--- src/nes_input_pkg.sv ---
`default_nettype none

package nes_input_pkg;

  // serial frame length of one controller port
  localparam int unsigned frame_bits = 24;

  // one pad from bit 0 up as A, B, select, start, up, down, left and right
  // a 1 means the button is pressed
  typedef logic [7:0] pad_buttons_t;

  // full frame as shifted out on one port lsb first
  typedef logic [frame_bits-1:0] joy_frame_t;

  // post-download reset hold counter
  typedef logic [7:0] hold_count_t;

  // boot and reset sequencing states
  typedef enum logic [1:0] {
    boot_wait,
    loading,
    settle,
    running
  } boot_state_t;

  // counter load value while a download is in progress
  localparam hold_count_t download_hold_cycles = 8'd255;

  // multitap signature bytes sent in frame bits 16 to 23
  localparam pad_buttons_t tap_signature_port1 = 8'h08;
  localparam pad_buttons_t tap_signature_port2 = 8'h04;

  // upper frame bits when no multitap is attached
  // a plain pad reports ones after its eight buttons
  localparam logic [frame_bits-9:0] no_tap_fill = '1;

endpackage

`default_nettype wire

--- src/boot_reset_fsm.sv ---
`timescale 1ns/100ps
`default_nettype none

module boot_reset_fsm (
  input  logic clk_ppu_21_47,
  input  logic reset_nes,
  input  logic downloading,
  input  logic hold_active,
  input  logic loader_fail,
  input  logic user_reset,
  output logic core_reset,
  output logic loader_reset
);

  nes_input_pkg::boot_state_t state;
  nes_input_pkg::boot_state_t state_next;

  // previous downloading sample for the loader reset pulse
  logic downloading_q;

  always_comb begin
    state_next = state;
    unique case (state)
      nes_input_pkg::boot_wait: begin
        // console stays in reset until the first rom arrives
        if (downloading) begin
          state_next = nes_input_pkg::loading;
        end
      end
      nes_input_pkg::loading: begin
        if (!downloading) begin
          state_next = nes_input_pkg::settle;
        end
      end
      nes_input_pkg::settle: begin
        // wait for the post-download hold to run out
        if (!hold_active) begin
          state_next = nes_input_pkg::running;
        end
      end
      nes_input_pkg::running: begin
        if (downloading) begin
          state_next = nes_input_pkg::loading;
        end
      end
      default: begin
        state_next = nes_input_pkg::boot_wait;
      end
    endcase
  end

  always_ff @(posedge clk_ppu_21_47) begin
    if (reset_nes) begin
      state         <= nes_input_pkg::boot_wait;
      downloading_q <= 1'b0;
      core_reset    <= 1'b1;
      loader_reset  <= 1'b1;
    end else begin
      state         <= state_next;
      downloading_q <= downloading;
      // failure and user requests fold into the same console reset
      core_reset    <= (state != nes_input_pkg::running) || loader_fail || user_reset;
      // loader held in reset when idle, and pulsed at download start
      loader_reset  <= !hold_active || (downloading && !downloading_q);
    end
  end

  // console never runs while the sequencer is outside running
  a_core_reset_outside_running: assert property (
    @(posedge clk_ppu_21_47) disable iff (reset_nes)
    (state != nes_input_pkg::running) |=> core_reset
  );

  // a download must pass through loading and settle before running
  a_no_boot_skip: assert property (
    @(posedge clk_ppu_21_47) disable iff (reset_nes)
    (state == nes_input_pkg::boot_wait) |=> (state != nes_input_pkg::running)
  );

endmodule

`default_nettype wire

--- src/download_hold_timer.sv ---
`timescale 1ns/100ps
`default_nettype none

module download_hold_timer (
  input  logic clk_ppu_21_47,
  input  logic reset_nes,
  input  logic downloading,
  input  logic loader_busy,
  output logic hold_active
);

  nes_input_pkg::hold_count_t count;

  always_ff @(posedge clk_ppu_21_47) begin
    if (reset_nes) begin
      count <= '0;
    end else if (downloading) begin
      // reload every cycle of the download
      count <= nes_input_pkg::download_hold_cycles;
    end else if (!loader_busy && (count != '0)) begin
      // stalls while the loader is still busy
      count <= count - 1'b1;
    end
  end

  assign hold_active = (count != '0);

  // an idle counter must stay at zero until the next download
  a_no_wrap: assert property (
    @(posedge clk_ppu_21_47) disable iff (reset_nes)
    (count == '0 && !downloading) |=> (count != nes_input_pkg::download_hold_cycles)
  );

endmodule

`default_nettype wire

--- src/joypad_shifter.sv ---
`timescale 1ns/100ps
`default_nettype none

module joypad_shifter #(
  parameter logic [7:0] port_signature = nes_input_pkg::tap_signature_port1
) (
  input  logic                      clk_ppu_21_47,
  input  logic                      reset_nes,
  input  logic                      strobe,
  input  logic                      port_clock,
  input  nes_input_pkg::pad_buttons_t primary_pad,
  input  nes_input_pkg::pad_buttons_t alternate_pad,
  input  nes_input_pkg::pad_buttons_t tap_pad,
  input  logic                      swap,
  input  logic                      multitap_enabled,
  output logic                      data
);

  nes_input_pkg::joy_frame_t   frame;
  nes_input_pkg::joy_frame_t   frame_load;
  nes_input_pkg::pad_buttons_t first_pad;

  // last sampled level of the port clock line
  logic port_clock_q;
  logic clock_fall;

  // shifts seen since the last load saturate at a full frame
  logic [$clog2(nes_input_pkg::frame_bits+1)-1:0] shift_count;

  assign first_pad = swap ? alternate_pad : primary_pad;

  // multitap puts the extra pad and a signature byte above the first pad
  assign frame_load = multitap_enabled ? {port_signature, tap_pad, first_pad}
                                       : {nes_input_pkg::no_tap_fill, first_pad};

  assign clock_fall = port_clock_q && !port_clock;

  always_ff @(posedge clk_ppu_21_47) begin
    if (reset_nes) begin
      frame        <= '0;
      port_clock_q <= 1'b0;
    end else begin
      port_clock_q <= port_clock;
      // a falling clock edge takes priority over the strobe load
      if (clock_fall) begin
        frame <= {1'b0, frame[nes_input_pkg::frame_bits-1:1]};
      end else if (strobe) begin
        frame <= frame_load;
      end
    end
  end

  always_ff @(posedge clk_ppu_21_47) begin
    if (reset_nes) begin
      shift_count <= '0;
    end else if (clock_fall) begin
      if (shift_count != nes_input_pkg::frame_bits) begin
        shift_count <= shift_count + 1'b1;
      end
    end else if (strobe) begin
      shift_count <= '0;
    end
  end

  // lsb first onto the serial line
  assign data = frame[0];

  // after a full frame the line reads zeros until the next strobe
  a_frame_drained: assert property (
    @(posedge clk_ppu_21_47) disable iff (reset_nes)
    (shift_count == nes_input_pkg::frame_bits) |-> !data
  );

endmodule

`default_nettype wire

--- src/nes_input_top.sv ---
`timescale 1ns/100ps
`default_nettype none

module nes_input_top (
  input  logic                        clk_ppu_21_47,
  input  logic                        reset_nes,
  input  logic                        downloading,
  input  logic                        loader_busy,
  input  logic                        loader_fail,
  input  logic                        user_reset,
  input  nes_input_pkg::pad_buttons_t p1_buttons,
  input  nes_input_pkg::pad_buttons_t p2_buttons,
  input  nes_input_pkg::pad_buttons_t p3_buttons,
  input  nes_input_pkg::pad_buttons_t p4_buttons,
  input  logic                        multitap_enabled,
  input  logic                        swap_controllers,
  input  logic                        joypad_strobe,
  input  logic [1:0]                  joypad_clock,
  output logic                        joypad1_data,
  output logic                        joypad2_data,
  output logic                        core_reset,
  output logic                        loader_reset
);

  // post-download hold from timer to sequencer
  logic hold_active;

  boot_reset_fsm u_boot_reset_fsm (
    .clk_ppu_21_47 (clk_ppu_21_47),
    .reset_nes     (reset_nes),
    .downloading   (downloading),
    .hold_active   (hold_active),
    .loader_fail   (loader_fail),
    .user_reset    (user_reset),
    .core_reset    (core_reset),
    .loader_reset  (loader_reset)
  );

  download_hold_timer u_download_hold_timer (
    .clk_ppu_21_47 (clk_ppu_21_47),
    .reset_nes     (reset_nes),
    .downloading   (downloading),
    .loader_busy   (loader_busy),
    .hold_active   (hold_active)
  );

  // port 1 carries p1, or p2 when swapped, and p3 on the multitap
  joypad_shifter #(
    .port_signature (nes_input_pkg::tap_signature_port1)
  ) port1_shifter (
    .clk_ppu_21_47    (clk_ppu_21_47),
    .reset_nes        (reset_nes),
    .strobe           (joypad_strobe),
    .port_clock       (joypad_clock[0]),
    .primary_pad      (p1_buttons),
    .alternate_pad    (p2_buttons),
    .tap_pad          (p3_buttons),
    .swap             (swap_controllers),
    .multitap_enabled (multitap_enabled),
    .data             (joypad1_data)
  );

  // port 2 mirrors port 1 with p4 on the multitap
  joypad_shifter #(
    .port_signature (nes_input_pkg::tap_signature_port2)
  ) port2_shifter (
    .clk_ppu_21_47    (clk_ppu_21_47),
    .reset_nes        (reset_nes),
    .strobe           (joypad_strobe),
    .port_clock       (joypad_clock[1]),
    .primary_pad      (p2_buttons),
    .alternate_pad    (p1_buttons),
    .tap_pad          (p4_buttons),
    .swap             (swap_controllers),
    .multitap_enabled (multitap_enabled),
    .data             (joypad2_data)
  );

endmodule

`default_nettype wire

--- config.mk ---
export PLATFORM = sky130hd
export DESIGN_NAME = nes_input_top
export DESIGN_NICKNAME = d
export VERILOG_FILES = /design/src/nes_input_pkg.sv /design/src/boot_reset_fsm.sv /design/src/download_hold_timer.sv /design/src/joypad_shifter.sv /design/src/nes_input_top.sv
export SDC_FILE = /design/constraint.sdc
export NUM_CORES = 1
export LEC_CHECK = 0
export ABC_AREA = 0
export BUFFER_PORTS_ARGS = -buffer_cell sky130_fd_sc_hd__buf_2
export CAP_MARGIN = 20
export CORE_ASPECT_RATIO = 0.9
export CORE_MARGIN = 2
export CORE_UTILIZATION = 51
export DETAILED_ROUTE_END_ITERATION = 12
export PLACE_DENSITY = 0.71
export REMOVE_ABC_BUFFERS = 1
export SLEW_MARGIN = 25
export SYNTH_ARGS = -nofsm -noshare
export SYNTH_HDL_FRONTEND = slang
export SYNTH_SLANG_ARGS = --single-unit
--- constraint.sdc ---
create_clock -name clk_ppu_21_47 -period 4.7 [get_ports clk_ppu_21_47]
set_input_delay 0.47 -clock clk_ppu_21_47 [delete_from_list [all_inputs] [get_ports clk_ppu_21_47]]
set_output_delay 0.47 -clock clk_ppu_21_47 [all_outputs]
set_load 0.005 [all_outputs]
==> results.md, run 1 <==
* Vias per cell at 5.68
* Most common cell after layout, fill and taps aside: dfxtp_1
* Most frequent cells in the layout: dfxtp_1, a21oi_1, buf_2, nor2_1, nand2_1
* Post-layout net count at 404
* CTS sink cnt at 63
* Pre-antenna DRT Iters at 4
* Fin util at 60.5%
* CTS clk-pin slew, worst paths at 0.06 ns
* First-pass GRT wire length at 9.48 mm
* Synth top area share at 44.9%
* Cts repair resizes at 0
* ANT nets after route at 0
* Post-route clock period utilization at 39.5%
* CP max stage delay at 0.38 ns
* Avg Synthesized Cell Area at 8.62 um^2
* Detailed Route Iter0 Violations at 112
* Relative slew margins at 34.5%
* Clock skew at 0.00632 ns
* Placed Instances at 412
* Main synth FF type: dfxtp_1
* Finished Cell Area at 3200 um^2
* Final Worst Setup Slack at 2.84 ns
* Place WS at 2.78 ns
* Crit-path leading delay family: simple AND/OR/NAND/NOR gates
* Nature of the critical path startpoint: register
* Post-CTS Setup Bufs at 0
* #FFs+latches synth at 63
* Initial antenna violation count at 0
* CP endpoint kind: register
* Top Ports at 47
* Total core area at 5290 um^2
* PwrDens at 373 nW/um^2
* EDFF count, synth at 0
* Crit path time final at 1.86 ns
* Setup TNS at 0 ns
* Slowest CP cell: nor3b_2
* R2r startpoint: u_download_hold_timer.count[0]
* Final setup viols at 0
* Hold_sp: user_reset
* Hold_ws at 0.330 ns
* Async S/R FF share, synth at 0%
* Tot GR Track Use at 20.2%
* CTS tree: yes
* Unique masters post-synth at 33
* DRC viols at 0
* Vias in the first global route at 2198
* Worst slew pin tran at 0.980 ns
* Hold Crit Class: input pin to register
* Max FO, Critical Path at 6
* Ant. Diodes at 0
* Worst Path Arrival at 2.07 ns
* Total power at 1.19 mW
* Status: completed
* Leakage power total at 1.27 nW
* Full die area at 6120 um^2
* Register area share after synthesis at 44.9%
* Die Span Y at 74.4 um
* DR vias at 2430
* Post-Layout Cell Count at 428
* Placer Congestion at 0.727
* Routed WL at 5.76 mm
* Critical-path cell list: inv_1, ha_1, nor3b_2, nand2_2, a221oi_2, mux2_1
* Initial Util at 53.2%
* Max Fclk at 0.539 GHz
* CTS H-Tree Depth at 3
* Share of layout cells above drive strength 1 at 18.8%
* Row cnt at 25
* Worst Setup SP: u_download_hold_timer.count[0]
* CTS buffer count at 9
* Post-Syn Instances at 326
* Fin. Hold Viols at 0
* RSZ-0062 raised after global routing: no
* Hold buffer count at cts at 0
* HPWL Detailed at 3.71 mm
* Max Cap Violations at 0
* CP bufs+invs at 1
* Clk Latency, worst-skew pair at 0.33 ns
* Slew Viols, Final at 0
* Synthesized area at 2810 um^2
* Port bufs at 46
* Clk buf depth at 2
* Synth area leaders: dfxtp_1, a21oi_1, mux2i_1
* Yosys warns at 0
* Cell Area, Placed at 3030 um^2
* Largest net degree at the start of global routing at 66
* Worst EP required at 4.92 ns
* Crit Path Class: register to register
* Layout overhead on the synthesized area at 13.8%
* Synth area leader: dfxtp_1
* Wire length per cell at 13.5 um
* Worst vdd ir at 0.000223 V
* Remaining global-route overflow at 0
* Root Buffer: clkbuf_8
* DIE WIDTH at 82.2 um
==> final cells by class <==
| class | instances | area [um^2] |
|---|---|---|
| clock buffer | 12 | 135 |
| clock inverter | 4 | 22.5 |
| fill | 483 | 2090 |
| inverter | 6 | 22.5 |
| multi-input combinational | 228 | 1430 |
| sequential | 63 | 1260 |
| tap | 67 | 83.8 |
| timing repair buffer | 48 | 245 |
==> Yosys cell counts, types with 2 or more instances <==
cell       n
dfxtp_1   63
a21oi_1   51
nor2_1    42
nand2_1   29
clkbuf_1  19
a211oi_1  18
mux2i_1   17
o221ai_1  15
o211ai_1  14
buf_1      7
ha_1       5
inv_1      5
nor2b_1    5
nor3_1     5
xnor2_1    4
buf_2      3
nand2b_1   3
a311oi_1   2
mux2_1     2
nor3b_2    2
o2111a_1   2
or3_1      2
==> per-layer routing <==
layer | track usage (%) | vias up | wire length (um)
met2 | 33.8 | 59 | 2690
met4 | 7.22 | 0 | 45
met1 | 24.3 | 1127 | 2730
li1 | - | 1239 | -
met3 | 6.67 | 5 | 305
met5 | 0 | - | 0
==> registers in the layout (all words and copies together) (netlist names) <==
| name | flops |
|---|---|
| port1_shifter.frame | 24 |
| port2_shifter.frame | 24 |
| u_download_hold_timer.count | 8 |
| u_boot_reset_fsm.state | 2 |
| port1_shifter.port_clock_q | 1 |
| port2_shifter.port_clock_q | 1 |
| u_boot_reset_fsm.core_reset | 1 |
| u_boot_reset_fsm.downloading_q | 1 |
| u_boot_reset_fsm.loader_reset | 1 |
==> worst reg2reg max path: cells and delay by family (launching register included) <==
kind                       cells  cell delay (ns)
and+or+nand+nor                2             0.50
muxes                          1             0.35
DFF                            1             0.33
AOI/OAI and AO/OA              1             0.31
adders and majority gates      1             0.17
buffers and inverters          1             0.08
==> power by group <==
| group | total [mW] | internal [mW] | switching, mW |
|---|---|---|---|
| registers | 0.611 | 0.583 | 0.0286 |
| logic | 0.198 | 0.0935 | 0.105 |
| clock network | 0.385 | 0.189 | 0.196 |
==> path summary, 6_finish.rpt <==
| kind | depth (start not counted) | slack (ns) | to |
|---|---|---|---|
| worst max-delay path | 6 | 2.84 | u_boot_reset_fsm.state[1] |
| worst min-delay path | 3 | 0.33 | u_boot_reset_fsm.core_reset |
| worst max register to register | 6 | 2.84 | u_boot_reset_fsm.state[1] |
| worst min register to register | 2 | 0.45 | port1_shifter.frame[13] |
==> logic make-up (layout without fill, tap and decap cells) <==
family / after synthesis / in the layout / synth area share [%]
flip-flops: 63 / 63 / 44.9
adder cells (fa/ha/maj): 5 / 5 / 2.23
AO/OA/AOI/OAI: 105 / 105 / 24.7
XOR/XNOR: 4 / 4 / 1.25
AND/OR/NAND/NOR: 95 / 95 / 15.3
multiplexers: 19 / 19 / 6.86
buffers and inverters: 35 / 70 / 4.81
No activity file was read; power rests on OpenSTA's default activity.
==> inputs of run 2 (changes only) <==
==> constraint.sdc (replaced) <==
create_clock -name clk_ppu_21_47 -period 1.8 [get_ports clk_ppu_21_47]
set_input_delay 0.18 -clock clk_ppu_21_47 [delete_from_list [all_inputs] [get_ports clk_ppu_21_47]]
set_output_delay 0.18 -clock clk_ppu_21_47 [all_outputs]
set_load 0.005 [all_outputs]
==> run 2 against run 1 <==
Routed wire length increased by 0.21%. Via count increased by 1.4%. Non-clock buffer count increased by 9. Critical path type unchanged.
==> results.md, run 2 (synthesis results as in run 1) <==
* Placed Instances at 421 (+2.2%)
* Crit path time final at 1.66 ns (-0.193 ns)
* ANT nets after route at 0 (unchanged)
* Post-Layout Cell Count at 437 (+2.1%)
* Worst Path Arrival at 1.93 ns (-0.14 ns)
* CTS H-Tree Depth at 3 (unchanged)
* Setup crit end: u_download_hold_timer.count[5]
* Slew Viols, Final at 0 (unchanged)
* Crit Path Class: register to register
* Layout overhead on the synthesized area at 17.3%
* R2r startpoint: u_download_hold_timer.count[0]
* Fin. Hold Viols at 0 (unchanged)
* Hold Crit Class: input pin to register
* Routed WL at 5.78 mm (+0.21%)
* Setup TNS at 0 ns (unchanged)
* Share of layout cells above drive strength 1 at 21.6% (+2.8 points)
* Clk buf depth at 2 (unchanged)
* DIE WIDTH at 82.2 um (unchanged)
* Worst vdd ir at 0.000711 V (+220%)
* Hold buffer count at cts at 0 (unchanged)
* CTS clk-pin slew, worst paths at 0.06 ns (about the same)
* Remaining global-route overflow at 0 (unchanged)
* Row cnt at 25 (unchanged)
* Pre-antenna DRT Iters at 4 (unchanged)
* Worst EP required at 2.06 ns (-2.86 ns)
* CTS buffer count at 9 (unchanged)
* Most frequent cells in the layout: dfxtp_1, a21oi_1, buf_2, nor2_1, nand2_1
* Worst slew pin tran at 0.586 ns (-0.394 ns)
* Top Ports at 47 (unchanged)
* DRC viols at 0 (unchanged)
* Worst Setup SP: u_download_hold_timer.count[0]
* Post-route clock period utilization at 92.4% (+53 points)
* Clk Latency, worst-skew pair at 0.34 ns (about the same)
* HPWL Detailed at 3.84 mm (+3.3%)
* Nature of the critical path startpoint: register
* Largest net degree at the start of global routing at 32 (-52%)
* Total core area at 5290 um^2 (unchanged)
* RSZ-0062 raised after global routing: no
* Vias in the first global route at 2212 (+0.64%)
* Max Fclk at 0.601 GHz (+12%)
* Status: completed
* Hold_ws at 0.0428 ns (-0.287 ns)
* Full die area at 6120 um^2 (unchanged)
* Clock skew at 0.00451 ns (-0.00181 ns)
* Relative slew margins at 61.0% (+26 points)
* Placer Congestion at 0.780 (+7.2%)
* Detailed Route Iter0 Violations at 148 (+32%)
* Die Span Y at 74.4 um (unchanged)
* Max Cap Violations at 0 (unchanged)
* Initial antenna violation count at 0 (unchanged)
* Regs by FF count: port1_shifter.frame x24, port2_shifter.frame x24, u_download_hold_timer.count x8
* CP endpoint kind: register
* Vias per cell at 5.64 (-0.73%)
* Post-layout net count at 413 (+2.2%)
* Wire length per cell at 13.2 um (-1.9%)
* DR vias at 2463 (+1.4%)
* R2R cell count at 6 (unchanged)
* Max FO, Critical Path at 5 (-1)
* Most common cell after layout, fill and taps aside: dfxtp_1
* Root Buffer: clkbuf_8
* Tot GR Track Use at 20.3% (+0.077 points)
* Port bufs at 46 (unchanged)
* PwrDens at 978 nW/um^2 (+160%)
* CTS sink cnt at 63 (unchanged)
* Post-CTS Setup Bufs at 0 (unchanged)
* Final setup viols at 0 (unchanged)
* R2R setup slack at 0.14 ns (-2.71 ns)
* Worst R2R End: u_download_hold_timer.count[5]
* Initial Util at 53.2% (unchanged)
* Ant. Diodes at 0 (unchanged)
* Leakage power total at 1.32 nW (+4.4%)
* Cts repair resizes at 0 (unchanged)
* CTS tree: yes
* First-pass GRT wire length at 9.43 mm (-0.51%)
## run 2: metal layers
| layer | vias to the layer above | share of wire [%] | global-route usage [%] | routed length [um] |
|---|---|---|---|---|
| met3 | 7 | 5.0 | 8.86 | 286 |
| met4 | 0 | 1.2 | 7.22 | 68 |
| met2 | 52 | 46 | 33.2 | 2680 |
| met1 | 1150 | 47 | 23.7 | 2740 |
| li1 | 1254 | - | - | - |
| met5 | - | 0 | 0 | 0 |
## run 2: layout make-up
class | count | area (um^2)
inverter | 6 | 22.5
sequential | 63 | 1260
fill | 481 | 1990
multi-input combinational | 228 | 1430
clock buffer | 13 | 159
clock inverter | 3 | 17.5
timing repair buffer | 57 | 325
tap | 67 | 83.8
## run 2: worst max-delay path: stages (launching register included)
cell and delay [ns]:
dfxtp_1 0.36, inv_1 0.07, ha_1 0.21, nor3b_2 0.17
buf_4 0.16, or4_1 0.46, a31oi_1 0.16
## run 2: worst min-delay path by stage
stage / start / endpoint / slack (ns) / depth (start not counted)
after floorplan: reset_nes / u_boot_reset_fsm.downloading_q / 0.25 / 1
after global placement: user_reset / u_boot_reset_fsm.core_reset / 0.38 / 3
after detailed placement: loader_fail / u_boot_reset_fsm.core_reset / 0.38 / 3
after CTS: loader_fail / u_boot_reset_fsm.core_reset / 0.03 / 3
after global routing: user_reset / u_boot_reset_fsm.core_reset / 0.04 / 3
final: user_reset / u_boot_reset_fsm.core_reset / 0.04 / 3
## run 2: through the flow
step	cell area [um^2]	utilization, %	setup slack, ns	total power [mW]
floorplan	2700	-	0.0481	1.96
global placement	3110	58.9	0.205	2.14
detailed placement	3110	58.9	0.121	2.16
CTS	3290	62.2	0.0809	3.26
global route	3300	62.4	0.000443	3.41
finish	3300	62.4	0.137	3.22
## run 2: report_power, final
| group | total, mW | internal, mW | switching [mW] |
|---|---|---|---|
| Clock | 1.09 | 0.571 | 0.519 |
| Sequential | 1.60 | 1.52 | 0.0761 |
| Combinational | 0.537 | 0.261 | 0.276 |
| Total | 3.22 | 2.35 | 0.872 |
==> inputs of run 3 (changes only) <==
--- a/config.mk
+++ b/config.mk
@@ -5,7 +5,7 @@
 export SDC_FILE = /design/constraint.sdc
 export NUM_CORES = 1
 export LEC_CHECK = 0
-export ABC_AREA = 0
+export ABC_AREA = 1
 export BUFFER_PORTS_ARGS = -buffer_cell sky130_fd_sc_hd__buf_2
 export CAP_MARGIN = 20
 export CORE_ASPECT_RATIO = 0.9
==> run 3 against run 2 <==
Flip-flop and latch count is the same. Count of clock-buffer cells in the layout decreased by 3. First-iteration DRC count rose by 30%. Maximum frequency is 17% higher. Critical path depth increased by 1. Final area grew 8.6%. Hold slack got worse by 0.021 ns. Register-to-register slack gained 0.24 ns. Global-route usage grew 1.7 points. Sequential power hardly changed. Combinational power rose by 13%. Worst setup slack improved by 0.24 ns. Largest power group unchanged.
==> results.md, run 3 <==
* Status: completed
* Hold buffer count at cts at 0 (unchanged)
* Detailed Route Iter0 Violations at 193 (+30%)
* CP dominant cell by count: nand2_1
* Total core area at 5760 um^2 (+8.9%)
* ANT nets after route at 0 (unchanged)
* Share of layout cells above drive strength 1 at 17.6% (-4.0 points)
* CP endpoint kind: register
* Post-CTS Setup Bufs at 0 (unchanged)
* Async S/R FF share, synth at 0% (unchanged)
* M1 wire length at 3.40 mm (+24%)
* Worst slew pin tran at 0.481 ns (-0.105 ns)
* Fin. Hold Viols at 0 (unchanged)
* Slowest CP cell: dfxtp_1
* Pre-antenna DRT Iters at 5 (+1)
* Mux cell area share after synthesis at 0% (-6.9 points)
* CTS H-Tree Depth at 3 (unchanged)
* Regs by FF count: port1_shifter.frame x24, port2_shifter.frame x24, u_download_hold_timer.count x8
* Placer Congestion at 0.813 (+4.3%)
* Max Cap Violations at 0 (unchanged)
* Met2 WL at 3.13 mm (+17%)
* Vias per cell at 5.08 (-9.9%)
* Unique masters post-synth at 27 (-18%)
* Main combinational cell family by area after synthesis: simple AND/OR/NAND/NOR gates
* Register area share after synthesis at 41.0% (-3.9 points)
* Tot GR Track Use at 22.0% (+1.7 points)
* DR vias at 2868 (+16%)
* Critical-path cell list: inv_1, ha_1, nand2_1, o21bai_2, nand2_1, nand2_1, a21oi_1
* Remaining global-route overflow at 0 (unchanged)
* Worst EP required at 2.01 ns (-0.05 ns)
* HPWL Detailed at 4.72 mm (+23%)
* Main synth FF type: dfxtp_1
* Synthesized area at 3080 um^2 (+9.6%)
* Post-route clock period utilization at 78.8% (-14 points)
* Leakage power total at 1.78 nW (+35%)
* Count leader, synth: nand2_1
* Routed WL at 6.94 mm (+20%)
* Crit path time final at 1.42 ns (-0.244 ns)
* EDFF count, synth at 0 (unchanged)
* Top routing layer used: met4
* XOR/XNOR Fraction of Synth Area at 0% (-1.2 points)
* Initial antenna violation count at 0 (unchanged)
* Largest net degree at the start of global routing at 33 (+3.1%)
* Adder-cell area share of the yosys netlist at 2.03% (-0.19 points)
* Hold path depth at 3 (unchanged)
* Clock skew at 0.00848 ns (+0.00397 ns)
* Synth top area share at 41.0% (-3.9 points)
* Ant. Diodes at 0 (unchanged)
* Post-Syn Instances at 445 (+37%)
* Hold Crit Class: input pin to register
* Worst Path Arrival at 1.63 ns (-0.30 ns)
* CTS sink cnt at 63 (unchanged)
* DRC viols at 0 (unchanged)
* Most frequent cells in the layout: nand2_1, inv_1, dfxtp_1, buf_2, o21ai_0
* Most common cell after layout, fill and taps aside: nand2_1
* Wire length per cell at 12.3 um (-7.1%)
* Crit Path Class: register to register
* CTS tree: yes
* Max FO, Critical Path at 7 (+2)
* First-pass GRT wire length at 11.7 mm (+24%)
* Initial Util at 53.5% (+0.32 points)
* Compound-Gate Fraction of Synth Area at 18.2% (-6.4 points)
* Root Buffer: clkbuf_8
* Clk buf depth at 2 (unchanged)
* Max Fclk at 0.705 GHz (+17%)
* Fin util at 62.2% (-0.20 points)
* Nature of the critical path startpoint: register
* Setup TNS at 0 ns (unchanged)
* Synth area leader: dfxtp_1
* Worst vdd ir at 0.000576 V (-19%)
* R2R cell count at 7 (+1)
* Layout overhead on the synthesized area at 16.3%
* #FFs+latches synth at 63 (unchanged)
* PwrDens at 1000 nW/um^2 (+2.6%)
* Most frequent cells after synthesis: nand2_1, inv_1, dfxtp_1
* Final setup viols at 0 (unchanged)
* Top Ports at 47 (unchanged)
* Cts repair resizes at 0 (unchanged)
* Die Span Y at 77.7 um (+4.4%)
* Yosys warns at 0 (unchanged)
* RSZ-0062 raised after global routing: no
* Full die area at 6680 um^2 (+9.1%)
* Post-Synth Simple-Gate Area at 26.4% (+11 points)
* DIE WIDTH at 85.9 um (+4.5%)
* Port bufs at 46 (unchanged)
* CP max stage delay at 0.32 ns (-0.14 ns)
* Vias in the first global route at 2645 (+20%)
* Synth area leaders: dfxtp_1, nand2_1, inv_1
* Post-layout net count at 538 (+30%)
* Clk Latency, worst-skew pair at 0.34 ns (about the same)
* CTS buffer count at 9 (unchanged)
* Row cnt at 26 (+4.0%)
* Slew Viols, Final at 0 (unchanged)
* Met3 wire len at 367 um (+28%)
* Relative slew margins at 67.9% (+7.0 points)
* CTS clk-pin slew, worst paths at 0.08 ns (+0.02 ns)
* Avg Synthesized Cell Area at 6.92 um^2 (-20%)
==> run 3: stage by stage <==
stage	setup WS, ns	instance area (um^2)	total power, mW	std cells	hold WS (ns)
floorplan	0.559	2990	2.03	428	0.246
global placement	0.446	3350	2.20	549	0.366
detailed placement	0.394	3350	2.23	549	0.378
CTS	0.386	3580	3.62	565	0.0173
global route	0.198	3580	3.81	565	0.0208
finish	0.381	3580	3.59	565	0.0222
==> run 3: worst max-delay path: cells and delay by family, from the launching register on <==
kind	cells	cell delay, ns
and+or+nand+nor	3	0.42
buffers and inverters	1	0.12
AOI/OAI and AO/OA	2	0.26
DFF	1	0.32
adders and majority gates	1	0.16
==> run 3: area by class of cell <==
type / instances / area (um^2)
clock buffer: 10 / 138
clock inverter: 6 / 92.6
fill: 558 / 2180
inverter: 79 / 297
multi-input combinational: 286 / 1440
sequential: 63 / 1260
tap: 70 / 87.6
timing repair buffer: 51 / 268
==> run 3: kinds of logic after synthesis <==
group | count (synthesis)
flip-flops | 63
AO/OA/AOI/OAI | 91
buffers and inverters | 96
adder cells (fa/ha/maj) | 5
AND/OR/NAND/NOR | 190
==> run 3: per-layer routing <==
layer / global-route usage (%) / up-vias
li1: - / 1518
met1: 29.3 / 1264
met2: 34.6 / 82
met3: 6.91 / 4
met4: 5.71 / 0
met5: 0 / -
==> run 3: path summary, 6_finish.rpt <==
kind                                        from                             end  slack, ns
hold / removal                        user_reset     u_boot_reset_fsm.core_reset       0.02
setup reg to reg  u_download_hold_timer.count[0]  u_download_hold_timer.count[6]       0.38
setup / recovery  u_download_hold_timer.count[0]  u_download_hold_timer.count[6]       0.38
hold reg to reg   u_boot_reset_fsm.downloading_q   u_boot_reset_fsm.loader_reset       0.42
==> run 3: report_power, final <==
part / switching [mW] / internal (mW) / total, mW
Sequential: 0.0781 / 1.51 / 1.59
Clock: 0.570 / 0.824 / 1.39
Combinational: 0.369 / 0.236 / 0.605
